$ cat src/io_pkg.sv
package io_pkg;

    localparam int DATA_W = 16;

    // Byte addresses of word registers with bit 0 always zero on the bus
    localparam logic [15:0] ADDR_UART        = 16'hfffa;
    localparam logic [15:0] ADDR_IRQ_PENDING = 16'hfff4;
    localparam logic [15:0] ADDR_IRQ_MASK    = 16'hfff6;
    localparam logic [15:0] ADDR_TIMER       = 16'hffee;

    localparam int CLKS_PER_BIT = 8;   // Serial bit period in clocks

    localparam int IRQ_TIMER = 0;
    localparam int IRQ_UART  = 1;
    localparam int NUM_IRQ   = 8;   // Lines 2 and up are external

    localparam int UART_BUSY_BIT = 8;

endpackage

$ cat src/uart_tx_fsm.sv
module uart_tx_fsm (
    input  logic       clk,
    input  logic       rst,
    input  logic       start,
    input  logic [7:0] tx_byte,
    output logic       busy,
    output logic       done,
    output logic       tx
);

    enum logic [1:0] {IDLE, START_BIT, DATA_BITS, STOP_BIT} state;

    logic [15:0] bit_cnt;   // Clocks within the current bit
    logic [2:0]  bit_idx;
    logic [7:0]  shift;
    logic        bit_end;

    assign bit_end = (bit_cnt == 16'(io_pkg::CLKS_PER_BIT - 1));

    // Start counts as busy so a back-to-back write cannot slip in
    assign busy = start | (state != IDLE);

    always_ff @(posedge clk) begin
        if (rst) begin
            state   <= IDLE;
            tx      <= 1'b1;
            done    <= 1'b0;
            bit_cnt <= '0;
            bit_idx <= '0;
        end else begin
            done    <= 1'b0;
            bit_cnt <= bit_end ? '0 : bit_cnt + 16'd1;

            case (state)
                IDLE: begin
                    bit_cnt <= '0;
                    if (start) begin
                        state <= START_BIT;
                        tx    <= 1'b0;
                    end
                end
                START_BIT: if (bit_end) begin
                    state   <= DATA_BITS;
                    tx      <= shift[0];   // LSB first
                    bit_idx <= '0;
                end
                DATA_BITS: if (bit_end) begin
                    if (bit_idx == 3'd7) begin
                        state <= STOP_BIT;
                        tx    <= 1'b1;
                    end else begin
                        bit_idx <= bit_idx + 3'd1;
                        tx      <= shift[1];
                    end
                end
                default: if (bit_end) begin
                    state <= IDLE;
                    done  <= 1'b1;
                end
            endcase
        end
    end

    always_ff @(posedge clk) begin
        if (state == IDLE && start) begin
            shift <= tx_byte;
        end else if (state == DATA_BITS && bit_end) begin
            shift <= {1'b0, shift[7:1]};
        end
    end

endmodule

$ cat src/io_decoder.sv
module io_decoder (
    input  logic                      clk,
    input  logic                      rst,
    input  logic                      io_access,
    input  logic [15:1]               io_addr,
    output logic                      uart_cs,
    output logic                      timer_cs,
    output logic                      irq_cs,
    input  logic                      uart_ack,
    input  logic                      timer_ack,
    input  logic                      irq_ack,
    input  logic [io_pkg::DATA_W-1:0] uart_rdata,
    input  logic [io_pkg::DATA_W-1:0] timer_rdata,
    input  logic [io_pkg::DATA_W-1:0] irq_rdata,
    output logic [io_pkg::DATA_W-1:0] io_rdata,
    output logic                      io_ack
);

    logic default_cs;
    logic default_ack;

    always_comb begin
        uart_cs    = 1'b0;
        timer_cs   = 1'b0;
        irq_cs     = 1'b0;
        default_cs = 1'b0;

        if (io_access) begin
            case ({io_addr, 1'b0})
                io_pkg::ADDR_UART:  uart_cs  = 1'b1;
                io_pkg::ADDR_TIMER: timer_cs = 1'b1;
                io_pkg::ADDR_IRQ_PENDING,
                io_pkg::ADDR_IRQ_MASK: irq_cs = 1'b1;
                default: default_cs = 1'b1;   // Unmapped address still answered
            endcase
        end
    end

    always_ff @(posedge clk) begin
        if (rst) begin
            default_ack <= 1'b0;
        end else begin
            default_ack <= default_cs;
        end
    end

    // Idle responders drive zero so a plain OR merges them
    assign io_ack   = uart_ack | timer_ack | irq_ack | default_ack;
    assign io_rdata = uart_rdata | timer_rdata | irq_rdata;

endmodule

$ cat src/tick_timer.sv
module tick_timer (
    input  logic                      clk,
    input  logic                      rst,
    input  logic                      cs,
    input  logic                      wr_en,
    input  logic [io_pkg::DATA_W-1:0] wdata,
    output logic [io_pkg::DATA_W-1:0] rdata,
    output logic                      ack,
    output logic                      tick
);

    logic [io_pkg::DATA_W-1:0] reload;
    logic [io_pkg::DATA_W-1:0] count;
    logic                      rd_q;

    always_ff @(posedge clk) begin
        if (rst) begin
            reload <= '0;   // Zero reload means stopped
            count  <= '0;
            ack    <= 1'b0;
            rd_q   <= 1'b0;
            tick   <= 1'b0;
        end else begin
            ack  <= cs;
            rd_q <= cs & ~wr_en;
            tick <= 1'b0;

            if (cs && wr_en) begin
                reload <= wdata;
                count  <= wdata;
            end else if (reload != '0) begin
                if (count == 16'd1) begin
                    count <= reload;   // Period is exactly reload cycles
                    tick  <= 1'b1;
                end else begin
                    count <= count - 16'd1;
                end
            end
        end
    end

    assign rdata = rd_q ? count : '0;

endmodule

$ cat src/uart_port.sv
module uart_port (
    input  logic                      clk,
    input  logic                      rst,
    input  logic                      cs,
    input  logic                      wr_en,
    input  logic [io_pkg::DATA_W-1:0] wdata,
    output logic [io_pkg::DATA_W-1:0] rdata,
    output logic                      ack,
    output logic                      tx_done,
    output logic                      uart_tx
);

    logic       start;
    logic       busy;
    logic       rd_q;
    logic [7:0] tx_byte;

    always_ff @(posedge clk) begin
        if (rst) begin
            ack   <= 1'b0;
            rd_q  <= 1'b0;
            start <= 1'b0;
        end else begin
            ack   <= cs;
            rd_q  <= cs & ~wr_en;
            start <= cs & wr_en & ~busy;   // Writes while busy are dropped
        end
    end

    always_ff @(posedge clk) begin
        if (cs && wr_en && !busy) begin
            tx_byte <= wdata[7:0];
        end
    end

    // Status word carries only the busy flag
    always_comb begin
        rdata = '0;
        rdata[io_pkg::UART_BUSY_BIT] = rd_q & busy;
    end

    uart_tx_fsm u_uart_tx_fsm (
        .clk     (clk),
        .rst     (rst),
        .start   (start),
        .tx_byte (tx_byte),
        .busy    (busy),
        .done    (tx_done),
        .tx      (uart_tx)
    );

endmodule

$ cat src/irq_controller.sv
module irq_controller (
    input  logic                       clk,
    input  logic                       rst,
    input  logic                       cs,
    input  logic                       wr_en,
    input  logic                       addr_hi,
    input  logic [io_pkg::DATA_W-1:0]  wdata,
    input  logic [io_pkg::NUM_IRQ-1:0] intr_in,
    output logic [io_pkg::DATA_W-1:0]  rdata,
    output logic                       ack,
    output logic                       intr
);

    logic [io_pkg::NUM_IRQ-1:0] pending;
    logic [io_pkg::NUM_IRQ-1:0] mask;
    logic [io_pkg::NUM_IRQ-1:0] clr;
    logic                       rd_q;
    logic                       rd_hi;

    // Write-one-to-clear on the pending address
    assign clr = (cs && wr_en && !addr_hi) ? wdata[io_pkg::NUM_IRQ-1:0] : '0;

    always_ff @(posedge clk) begin
        if (rst) begin
            pending <= '0;
            mask    <= '0;
            ack     <= 1'b0;
            rd_q    <= 1'b0;
            rd_hi   <= 1'b0;
        end else begin
            ack     <= cs;
            rd_q    <= cs & ~wr_en;
            rd_hi   <= addr_hi;
            pending <= (pending & ~clr) | intr_in;   // New request beats clear

            if (cs && wr_en && addr_hi) begin
                mask <= wdata[io_pkg::NUM_IRQ-1:0];
            end
        end
    end

    always_comb begin
        rdata = '0;
        if (rd_q) begin
            rdata[io_pkg::NUM_IRQ-1:0] = rd_hi ? mask : pending;
        end
    end

    assign intr = |(pending & mask);

endmodule

$ cat src/io_top.sv
module io_top (
    input  logic                      clk,
    input  logic                      rst,
    input  logic                      io_access,
    input  logic                      io_wr_en,
    input  logic [15:1]               io_addr,
    input  logic [io_pkg::DATA_W-1:0] io_wdata,
    output logic [io_pkg::DATA_W-1:0] io_rdata,
    output logic                      io_ack,
    input  logic [5:0]                ext_irq,
    output logic                      intr,
    output logic                      uart_tx
);

    logic                       uart_cs;
    logic                       timer_cs;
    logic                       irq_cs;
    logic                       uart_ack;
    logic                       timer_ack;
    logic                       irq_ack;
    logic [io_pkg::DATA_W-1:0]  uart_rdata;
    logic [io_pkg::DATA_W-1:0]  timer_rdata;
    logic [io_pkg::DATA_W-1:0]  irq_rdata;
    logic                       timer_tick;
    logic                       uart_done;
    logic [io_pkg::NUM_IRQ-1:0] irq_req;

    always_comb begin
        irq_req = '0;
        irq_req[io_pkg::NUM_IRQ-1:2]  = ext_irq;
        irq_req[io_pkg::IRQ_TIMER]    = timer_tick;
        irq_req[io_pkg::IRQ_UART]     = uart_done;
    end

    io_decoder u_io_decoder (
        .clk         (clk),
        .rst         (rst),
        .io_access   (io_access),
        .io_addr     (io_addr),
        .uart_cs     (uart_cs),
        .timer_cs    (timer_cs),
        .irq_cs      (irq_cs),
        .uart_ack    (uart_ack),
        .timer_ack   (timer_ack),
        .irq_ack     (irq_ack),
        .uart_rdata  (uart_rdata),
        .timer_rdata (timer_rdata),
        .irq_rdata   (irq_rdata),
        .io_rdata    (io_rdata),
        .io_ack      (io_ack)
    );

    uart_port u_uart_port (
        .clk     (clk),
        .rst     (rst),
        .cs      (uart_cs),
        .wr_en   (io_wr_en),
        .wdata   (io_wdata),
        .rdata   (uart_rdata),
        .ack     (uart_ack),
        .tx_done (uart_done),
        .uart_tx (uart_tx)
    );

    tick_timer u_tick_timer (
        .clk   (clk),
        .rst   (rst),
        .cs    (timer_cs),
        .wr_en (io_wr_en),
        .wdata (io_wdata),
        .rdata (timer_rdata),
        .ack   (timer_ack),
        .tick  (timer_tick)
    );

    irq_controller u_irq_controller (
        .clk     (clk),
        .rst     (rst),
        .cs      (irq_cs),
        .wr_en   (io_wr_en),
        .addr_hi (io_addr[1]),   // Pending at the low word and mask at the high
        .wdata   (io_wdata),
        .intr_in (irq_req),
        .rdata   (irq_rdata),
        .ack     (irq_ack),
        .intr    (intr)
    );

endmodule

$ cat config.mk
export PLATFORM = sky130hd
export DESIGN_NAME = io_top
export DESIGN_NICKNAME = d
export VERILOG_FILES = /design/src/io_pkg.sv /design/src/uart_tx_fsm.sv /design/src/io_decoder.sv /design/src/tick_timer.sv /design/src/uart_port.sv /design/src/irq_controller.sv /design/src/io_top.sv
export SDC_FILE = /design/constraint.sdc
export NUM_CORES = 1
export LEC_CHECK = 0
export BUFFER_PORTS_ARGS = -buffer_cell sky130_fd_sc_hd__buf_2
export CAP_MARGIN = 15
export CORE_AREA = 4 4 132 71
export DETAILED_ROUTE_END_ITERATION = 10
export DIE_AREA = 0 0 136 75
export MAX_ROUTING_LAYER = met4
export PLACE_DENSITY = 0.77
export SYNTH_ARGS = -nofsm -noshare
export SYNTH_HDL_FRONTEND = slang
export SYNTH_SLANG_ARGS = --single-unit
$ cat constraint.sdc
create_clock -name clk -period 3.2 [get_ports clk]
set_clock_uncertainty 0.1 [all_clocks]
set_input_delay 0.64 -clock clk [delete_from_list [all_inputs] [get_ports clk]]
set_output_delay 0.64 -clock clk [all_outputs]
set_load 0.005 [all_outputs]
Word level (Yosys, flattened, before mapping) --
Cells that the tools add are included. Widths: inputs -> output; s select.
Storage, ports and cells: flip-flop bits (word level) 97, bits of input ports 41, output and inout bits 19, word-level logic and storage cells 119
Operators by class: $add $sub $neg 3, eq/ne operators 14, multiplexer cells 33, bitwise logic cells 20, reductions and logical operators 28
Operators by type and width (number):
- $mux 16 | 4
- $eq 15x15->1 const B | 4
- $mux 8 | 5
- $add 16x1->16 const B | 1
- $and 8x8->8 | 2
- $eq 16x1->1 const B | 1
- $eq 16x3->1 const B | 1
- $or 16x8->16 | 1
- $or 9x16->16 | 1
- $reduce_bool 16->1 | 1
- $sub 16x1->16 const B | 1
- $mux 1 | 13
- $mux 2 | 5
- $reduce_bool 2->1 | 5
- $mux 3 | 3
- $logic_and 1x1->1 | 8
- $ne 2x2->1 const B | 4
- $not 8->8 | 1
- $or 8x8->8 | 1
- $reduce_and 4->1 | 2
- $reduce_or 4->1 | 2
- $reduce_or 8->1 | 1
- $and 1x1->1 | 6
- $pmux 2 s3 | 1
- other kinds (15) | 24

Depth between registers and ports, before layout --
Gate-level depths: netlist of run 1.
depth after elaboration 10, depth in mapped cells 9, depth with buffers taken out 7

Cells and area by module --
A second synthesis of run 1 with hierarchy kept.
Unflattened totals: cells, all modules 585, area total of the unflattened synthesis 5272.6 um^2
Modules (own cells, without submodules):
- tick_timer | times used 1, cells an instance 255, area an instance 1969.4 um^2, seq. area each 700.7 um^2
- uart_tx_fsm | times used 1, cells an instance 159, area an instance 1556.5 um^2, seq. area each 700.7 um^2
- irq_controller | times used 1, cells an instance 107, area an instance 1039.7 um^2, seq. area each 380.4 um^2
- uart_port | times used 1, cells an instance 32, area an instance 460.4 um^2, seq. area each 300.3 um^2
- io_decoder | times used 1, cells an instance 32, area an instance 246.5 um^2, seq. area each 20.0 um^2

Worst setup path after synthesis of run 1 --
Ideal clock, no wire load.
path type register -> register, start reg u_tick_timer.count[0] (netlist bit), end reg u_tick_timer.count[7] (netlist bit), library setup time 0.135 ns, arrival 2.239 ns, data required time 2.965 ns, setup slack 0.726 ns, stages on the path, launching flop included 8, path buffers 1, period minus slack after synthesis 2.474 ns, cells stage by stage dfxtp_1 ha_1 or4b_1 or4_4 buf_6 mux2_4 a22oi_1 o22ai_1
On the way: word-level cells in the longest chain between the ends 4, elaborated cells between the ends (all ways) 5, classes of those cells 1 x add/sub; 1 x eq/ne; 3 x mux
RTL lines:
- from (decl) | line tick_timer.sv:13 | logic [io_pkg::DATA_W-1:0] count;
- from (signal assigned) | line tick_timer.sv:30 | count <= wdata;
- from (signal assigned) | line tick_timer.sv:33 | count <= reload;
- from (signal assigned) | line tick_timer.sv:36 | count <= count - 16'd1;
- $sub 16x1->16 or $eq 16x1->1 (tied branches) | line tick_timer.sv:36, tick_timer.sv:32
- $mux 16 (*) | line tick_timer.sv:32 | if (count == 16'd1) begin
- $mux 16 (*) | line tick_timer.sv:31 | end else if (reload != '0) begin
- $mux 16 (*) | line tick_timer.sv:28 | if (cs && wr_en) begin
Every way passes the cells marked *; elsewhere a longest branch is shown, timed or not. The select of a mux whose other input is x is not followed. A chain may end at the register's enable or synchronous reset.

Final worst setup path of run 1 --
Same ends and word-level chain as after synthesis.

==> impl_metrics.py, run 1 <==
metrics = {
    "cts": {
        "cts_buffer_depth": 2,
        "htreeDepth": 3,
        "root_buffer": "clkbuf_16",
        "post_cts_buffers": 0,
        "cts-buffers-inserted": 9,
        "clock_latency_ns": 0.34,
        "hold_buffers": 0,
        "clock-sinks": 97,
        "cts_tree": "done",
        "ctsResizeCount": 0,
        "clkSlewWorstSetupHoldPaths_ns": 0.07,
    },
    "setup_path": {
        "slowest_delay_ns": 0.68,
        "r2r_end": "u_tick_timer.count[7]",
        "rrSetupSlack_ns": 0.49,
        "r2r-start": "u_tick_timer.count[0]",
        "critical_path.startpoint": "u_tick_timer.count[0]",
        "cp.arrival_ns": 2.82,
        "critical_path.cell_chain": "ha_1 > or4b_1 > or4_4 > mux2_4 > a22oi_1 > o22ai_1",
        "cp-end-kind": "flip-flop",
        "worstPathMaxFanout": 18,
        "r2r_cells": 6,
        "worst_path_max_delay_cell": "or4_4",
        "critical_path_class": "reg -> reg",
        "startpoint_type": "flip-flop",
        "required_ns": 3.31,
    },
    "timing": {
        "setup_viol": 0,
        "fin_tns_setup_ns": 0,
        "period_minus_slack_ns": 2.71,
        "max_freq_ghz": 0.369,
        "tightest_slew_ns": 0.754,
        "slew_headroom_pct": 49.5,
        "maxSlewViolCount": 0,
        "finalCritPeriodShare_pct": 84.8,
        "rsz0062_at_grt": "false",
        "worst_hold_slack_ns": 0.355,
        "final-hold-violation-count": 0,
        "fin_ws_ns": 0.487,
    },
    "logic_synthesis": {
        "yosysSeqAreaShare_pct": 45.3,
        "syn_nets": 574,
        "yosysTopAreaCell": "dfxtp_1",
        "synth_cell_type_count": 53,
        "yosysMostFrequentCell": "dfxtp_1",
        "ys_ff_latch": 97,
        "syn_inst": 524,
        "synth_edf_count": 16,
        "netlist_area_sq_um": 4640,
        "synth_area_leaders": "dfxtp_1 (35%), edfxtp_1 (10%), nand2_1 (5.3%)",
        "yosys_warnings": 0,
        "synthTopCellsByCount": "dfxtp_1 (81), nand2_1 (66), nor2_1 (50)",
        "async_reset_ff_share_pct": 0,
        "synth_ff_type": "dfxtp_1",
        "avgSynthCellArea_sq_um": 8.85,
        "yosys.area.top_type_share_pct": 35.0,
    },
    "route": {
        "met1_length_mm": 6.18,
        "avgRoutedWirePerCell_um": 18.4,
        "via_count": 4277,
        "dr_wl_met2_mm": 5.00,
        "first_pass_iters": 5,
        "dr_wl_met3_mm": 1.65,
        "drc": 0,
        "drt_iter0_markers": 473,
        "highest_layer": "met4",
        "viasPerCell": 6.11,
        "totalWireLength_mm": 12.9,
        "final_antenna_net_count": 0,
    },
    "die": {
        "die_area_sq_um": 10200,
        "initial_core_util_pct": 55.8,
        "design.core.area_sq_um": 8320,
        "die_w_um": 136,
        "dieHeight_um": 75,
        "num_rows": 24,
        "pin_count": 60,
    },
    "placed_design": {
        "numPortBuffers": 59,
        "dp_hpwl_mm": 9.65,
        "place_ws_ns": 0.534,
        "dp_cells": 684,
        "globalplace.congestion": 1.02,
        "place_area_sq_um": 5050,
    },
    "flow_run": {
        "maxCapViolations": 0,
    },
    "grt": {
        "grt_pass1_vias": 3810,
        "antenna_found_initial": 0,
        "grt_pass1_wl_mm": 20.4,
        "track_usage_pct": 26.8,
        "grt_max_degree": 32,
        "overflow": 0,
    },
    "finish": {
        "antennaDiodeCount": 0,
        "stdcell_count": 700,
        "final_area_sq_um": 5340,
        "nets": 628,
        "nFillCells": 723,
        "syn_to_final_growth_pct": 15.0,
        "drive_gt1_share_pct": 17.7,
    },
    "min_path": {
        "hp-class": "reg -> reg",
        "min_to": "u_uart_port.u_uart_tx_fsm.bit_cnt[0]",
        "hold_path_depth": 1,
        "min_from": "u_uart_port.u_uart_tx_fsm.bit_cnt[0]",
    },
    "power_and_ir_drop": {
        "ir_worst_vdd_uv": 260,
        "power_density_nw_per_um2": 444,
        "leakage_uw": 0.00209,
    },
    "status": {
        "outcome": "complete, no violations",
    },
}
-- where the power goes --
group          switching, uW  internal (uW)  total (uW)
logic                   53.5           35.4        88.9
clock network            489            541        1030
registers               6.92           1240        1250
-- worst max-delay path by stage --
stage	to	slack, ns	cells past startpoint
after floorplan	u_tick_timer.count[7]	0.73	7
after global placement	u_tick_timer.count[7]	0.59	6
after detailed placement	u_tick_timer.count[7]	0.53	6
after CTS	u_tick_timer.count[7]	0.52	6
after global routing	u_tick_timer.count[7]	0.41	6
final	u_tick_timer.count[7]	0.49	6
-- final cells by class --
class                   instances  area, sq um  area share [%]
flip-flops and latches         97         2100            39.4
repair buffers                 70          378            7.08
well taps                     117          146            2.74
multi-input cells             388         2380            44.6
clock inverters                 7         60.1            1.13
inverters                      12         45.0           0.844
clock buffers                   9          225            4.22
-- flip-flops by register name (all words and copies together) (netlist names) --
name,cells
u_tick_timer.count,16
u_tick_timer.reload,16
u_uart_port.u_uart_tx_fsm.bit_cnt,16
u_irq_controller.mask,8
u_irq_controller.pending,8
u_uart_port.tx_byte,8
u_uart_port.u_uart_tx_fsm.shift,8
u_uart_port.u_uart_tx_fsm.bit_idx,3
u_uart_port.u_uart_tx_fsm.state,2
u_io_decoder.default_ack,1
u_irq_controller.ack,1
u_irq_controller.rd_hi,1
u_irq_controller.rd_q,1
u_tick_timer.ack,1
u_tick_timer.rd_q,1
u_tick_timer.tick,1
u_uart_port.ack,1
u_uart_port.rd_q,1
u_uart_port.start,1
u_uart_port.u_uart_tx_fsm.done,1
u_uart_port.u_uart_tx_fsm.tx,1
-- kinds of logic after synthesis --
logic type / share of synthesized area [%]
compound gates: 15.1
xor+xnor: 3.21
fa+ha+maj: 2.43
buf+inv: 3.40
flops: 45.3
mux: 5.91
simple gates: 24.7
-- critical path, delay by kind of cell, from the launching register on --
kind | cells | cell delay, ns
AOI/OAI and AO/OA | 2 | 0.30
DFF | 1 | 0.47
muxes | 1 | 0.34
and+or+nand+nor | 2 | 1.18
adders and majority gates | 1 | 0.18
-- routing by layer --
metal	global-route usage, %	vias to the layer above
met4	4.92	0
met3	8.54	10
met5	-	-
met2	33.8	234
met1	41.2	2012
li1	-	2021
-- cell usage in the layout (no fill, tap or decap), drive strengths merged, types with 9 or more instances in the layout --
master and instances:
nand3 9, o21ai 28, nor3 26, nand2 66, nor2 50, xnor2 9
buf 70, dfxtp 81, mux2i 9, nor4 16, mux2 16, and2 10
ha 9, clkbuf 9, edfxtp 16, a21oi 26, nand4 10, a22o 12
inv 16
-- per-stage QoR --
stage | util (%) | total power, uW
detailed placement | 60.7 | 1360
floorplan | - | 1310
finish | 64.1 | 2370
CTS | 64.1 | 2380
global route | 64.1 | 2440
global placement | 60.7 | 1360
(Power assumes the default switching activity.)
==> inputs of run 2 (changes only) <==
Settings changed: ABC_AREA set to 1, CORE_AREA 4 4 132 71 to 4 4 137 73, DIE_AREA 0 0 136 75 to 0 0 141 77, PLACE_DENSITY 0.77 to 0.79.
Clock period 3.2 ns to 2.71 ns, I/O delays scaled along.
==> run 2 against run 1 <==
Combinational power rose to 4.8 times the previous value. First-iteration DRC count is 14% lower. Clock power increased by 29%. Sequential power is 22% higher. Area after synthesis increased by 11%. Sequential cell count is the same. Highest routed layer unchanged.
==> impl_metrics.py, run 2 <==
metrics = {
    "setup_path": {
        "worstPathMaxFanout": 6,
        "critPathTopFamily": "buffers and inverters",
        "path_buf_inv": 4,
        "critical_path.startpoint": "u_uart_port.u_uart_tx_fsm.state[0]",
        "critical_path.cell_chain": "inv_1 > ha_1 > inv_1 > nor2_1 > inv_1 > nand2_1 > nand2_1 > buf_2",
        "required_ns": 2.07,
        "cp.arrival_ns": 1.66,
        "worst_path_max_delay_cell": "dfxtp_1",
        "slowest_delay_ns": 0.36,
        "r2r-start": "u_uart_port.u_uart_tx_fsm.state[0]",
        "critical_path_class": "reg -> out",
        "startpoint_type": "flip-flop",
        "cp-end-kind": "output port",
        "crit_top_cell": "inv_1",
    },
    "route": {
        "drt_iter0_markers": 405,
        "viasPerCell": 5.34,
        "first_pass_iters": 6,
        "totalWireLength_mm": 12.5,
        "dr_wl_met3_um": 601,
        "highest_layer": "met4",
        "drc": 0,
        "dr_wl_met2_mm": 6.26,
        "final_antenna_net_count": 0,
        "avgRoutedWirePerCell_um": 13.7,
        "via_count": 4867,
        "met1_length_mm": 5.46,
    },
    "power_and_ir_drop": {
        "power_density_nw_per_um2": 562,
        "p_int_uw": 2400,
        "comb_power_share_pct": 13.0,
        "leakage_uw": 0.00273,
        "clkPwrFrac_pct": 40.5,
        "ir_worst_vdd_uv": 371,
        "p_sw_uw": 878,
        "swShare_pct": 26.7,
        "seqPwrFrac_pct": 46.5,
    },
    "cts": {
        "clock_latency_ns": 0.35,
        "post_cts_buffers": 0,
        "hold_buffers": 0,
        "cts_tree": "done",
        "clkSlewWorstSetupHoldPaths_ns": 0.07,
        "root_buffer": "clkbuf_16",
        "cts_buffer_depth": 2,
        "ctsResizeCount": 0,
        "clock-sinks": 97,
        "cts-buffers-inserted": 9,
        "htreeDepth": 3,
    },
    "timing": {
        "final-hold-violation-count": 0,
        "rsz0062_at_grt": "false",
        "slew_headroom_pct": 66.7,
        "max_freq_ghz": 0.435,
        "tightest_slew_ns": 0.499,
        "finalCritPeriodShare_pct": 84.8,
        "maxSlewViolCount": 0,
        "setup_viol": 0,
        "fin_tns_setup_ns": 0,
        "period_minus_slack_ns": 2.30,
    },
    "finish": {
        "largestRegisters": "u_tick_timer.count x16, u_tick_timer.reload x16, u_uart_port.u_uart_tx_fsm.bit_cnt x16",
        "seqCellArea_sq_um": 2100,
        "antennaDiodeCount": 0,
        "nets": 840,
        "syn_to_final_growth_pct": 13.7,
        "multi_input_area_sq_um": 2560,
        "final_common_cell": "nand2_1",
        "nFillCells": 757,
        "final_area_sq_um": 5830,
        "drive_gt1_share_pct": 14.5,
        "final_cell_mix": "nand2_1 (180), nor2_1 (101), inv_1 (91)",
    },
    "die": {
        "die_w_um": 141,
        "die_area_sq_um": 10900,
        "pin_count": 60,
        "initial_core_util_pct": 59.3,
        "num_rows": 24,
        "dieHeight_um": 77,
        "design.core.area_sq_um": 8650,
    },
    "min_path": {
        "hp-class": "in -> reg",
        "min_from": "ext_irq[4]",
    },
    "grt": {
        "grt_pass1_vias": 4376,
        "grt_pass1_wl_mm": 20.8,
        "overflow": 0,
        "track_usage_pct": 24.2,
        "antenna_found_initial": 0,
        "grt_max_degree": 35,
    },
    "logic_synthesis": {
        "yosys.area.top_type_share_pct": 31.6,
        "async_reset_ff_share_pct": 0,
        "yosysSeqAreaShare_pct": 41.0,
        "ys_ff_latch": 97,
        "yosysTopAreaCell": "dfxtp_1",
        "syn_nets": 783,
        "synth_cell_type_count": 40,
        "synth_ff_type": "dfxtp_1",
        "synth_edf_count": 16,
        "netlist_area_sq_um": 5130,
        "syn_inst": 733,
        "yosys_warnings": 0,
        "synthTopCellsByCount": "nand2_1 (180), nor2_1 (101), inv_1 (91)",
        "synth_area_leaders": "dfxtp_1 (32%), nand2_1 (13%), edfxtp_1 (9.4%)",
        "avgSynthCellArea_sq_um": 7.00,
        "yosysMostFrequentCell": "nand2_1",
    },
    "placed_design": {
        "numPortBuffers": 59,
        "dp_hpwl_mm": 9.31,
        "place_area_sq_um": 5520,
        "globalplace.congestion": 0.923,
    },
    "status": {
        "outcome": "complete, no violations",
    },
    "flow_run": {
        "maxCapViolations": 0,
    },
}
-- run 2: changes by cell type after synthesis, moves of 13 or more --
cell,delta
inv_1,+79
clkbuf_1,-13
nand2_1,+114
nor2_1,+51
nand4_1,+18
nand3_1,+49
a21oi_1,+16
-- run 2: layout make-up --
class | instances | area share, %
Timing Repair Buffer | 65 | 5.83
Inverter | 97 | 6.24
Multi-Input combinational cell | 520 | 44.0
Clock buffer | 11 | 4.35
Tap cell | 117 | 2.51
Clock inverter | 5 | 1.05
Sequential cell | 97 | 36.0
-- run 2: power by group through the flow --
stage / combinational [uW] / sequential, uW / clock, uW
floorplan: 293 / 1550 / 0
global route: 475 / 1530 / 1410
CTS: 424 / 1520 / 1350
finish: 427 / 1530 / 1330
global placement: 392 / 1550 / 0
detailed placement: 413 / 1560 / 0
-- run 2: per-layer routing --
layer	global-route usage, %	up-vias
li1	-	2497
met5	-	-
met1	29.4	2224
met3	4.04	23
met2	41.3	123
met4	7.74	0
-- run 2: stage by stage --
| step | std cells | utilization [%] | power, uW | hold slack (ns) | worst slack [ns] |
|---|---|---|---|---|---|
| after floorplan | 733 | - | 1840 | 0.313 | 0.484 |
| after global placement | 896 | 63.8 | 1950 | 0.332 | 0.536 |
| after detailed placement | 896 | 63.8 | 1970 | 0.343 | 0.483 |
| after CTS | 912 | 67.4 | 3300 | 0.295 | 0.399 |
| after global routing | 912 | 67.4 | 3410 | 0.300 | 0.253 |
| final | 912 | 67.4 | 3280 | 0.300 | 0.412 |
-- run 2: cells by family (layout without fill, tap and decap cells) --
group | Yosys count | in the layout | share of synthesized area [%]
AOI/OAI and AO/OA | 82 | 82 | 8.78
and+or+nand+nor | 416 | 416 | 36.5
adders and majority gates | 9 | 9 | 2.20
muxes | 7 | 7 | 1.54
buffers and inverters | 116 | 178 | 9.02
DFF | 97 | 97 | 41.0
xor gates and xnor gates | 6 | 6 | 1.02
-- run 2: worst register-to-register path: stages (launching register included) --
cell	delay [ns]
dfxtp_1	0.33
inv_1	0.11
ha_1	0.22
inv_1	0.10
nor2_1	0.15
inv_1	0.13
nor3_1	0.22
buf_4	0.20
-- run 2: final timing paths --
path,depth (start not counted),end,slack (ns)
setup / recovery,8,io_rdata[8],0.41
hold / removal,3,u_irq_controller.pending[6],0.30
setup reg to reg,7,u_uart_port.tx_byte[3],0.86
hold reg to reg,1,u_uart_port.u_uart_tx_fsm.bit_cnt[0],0.35
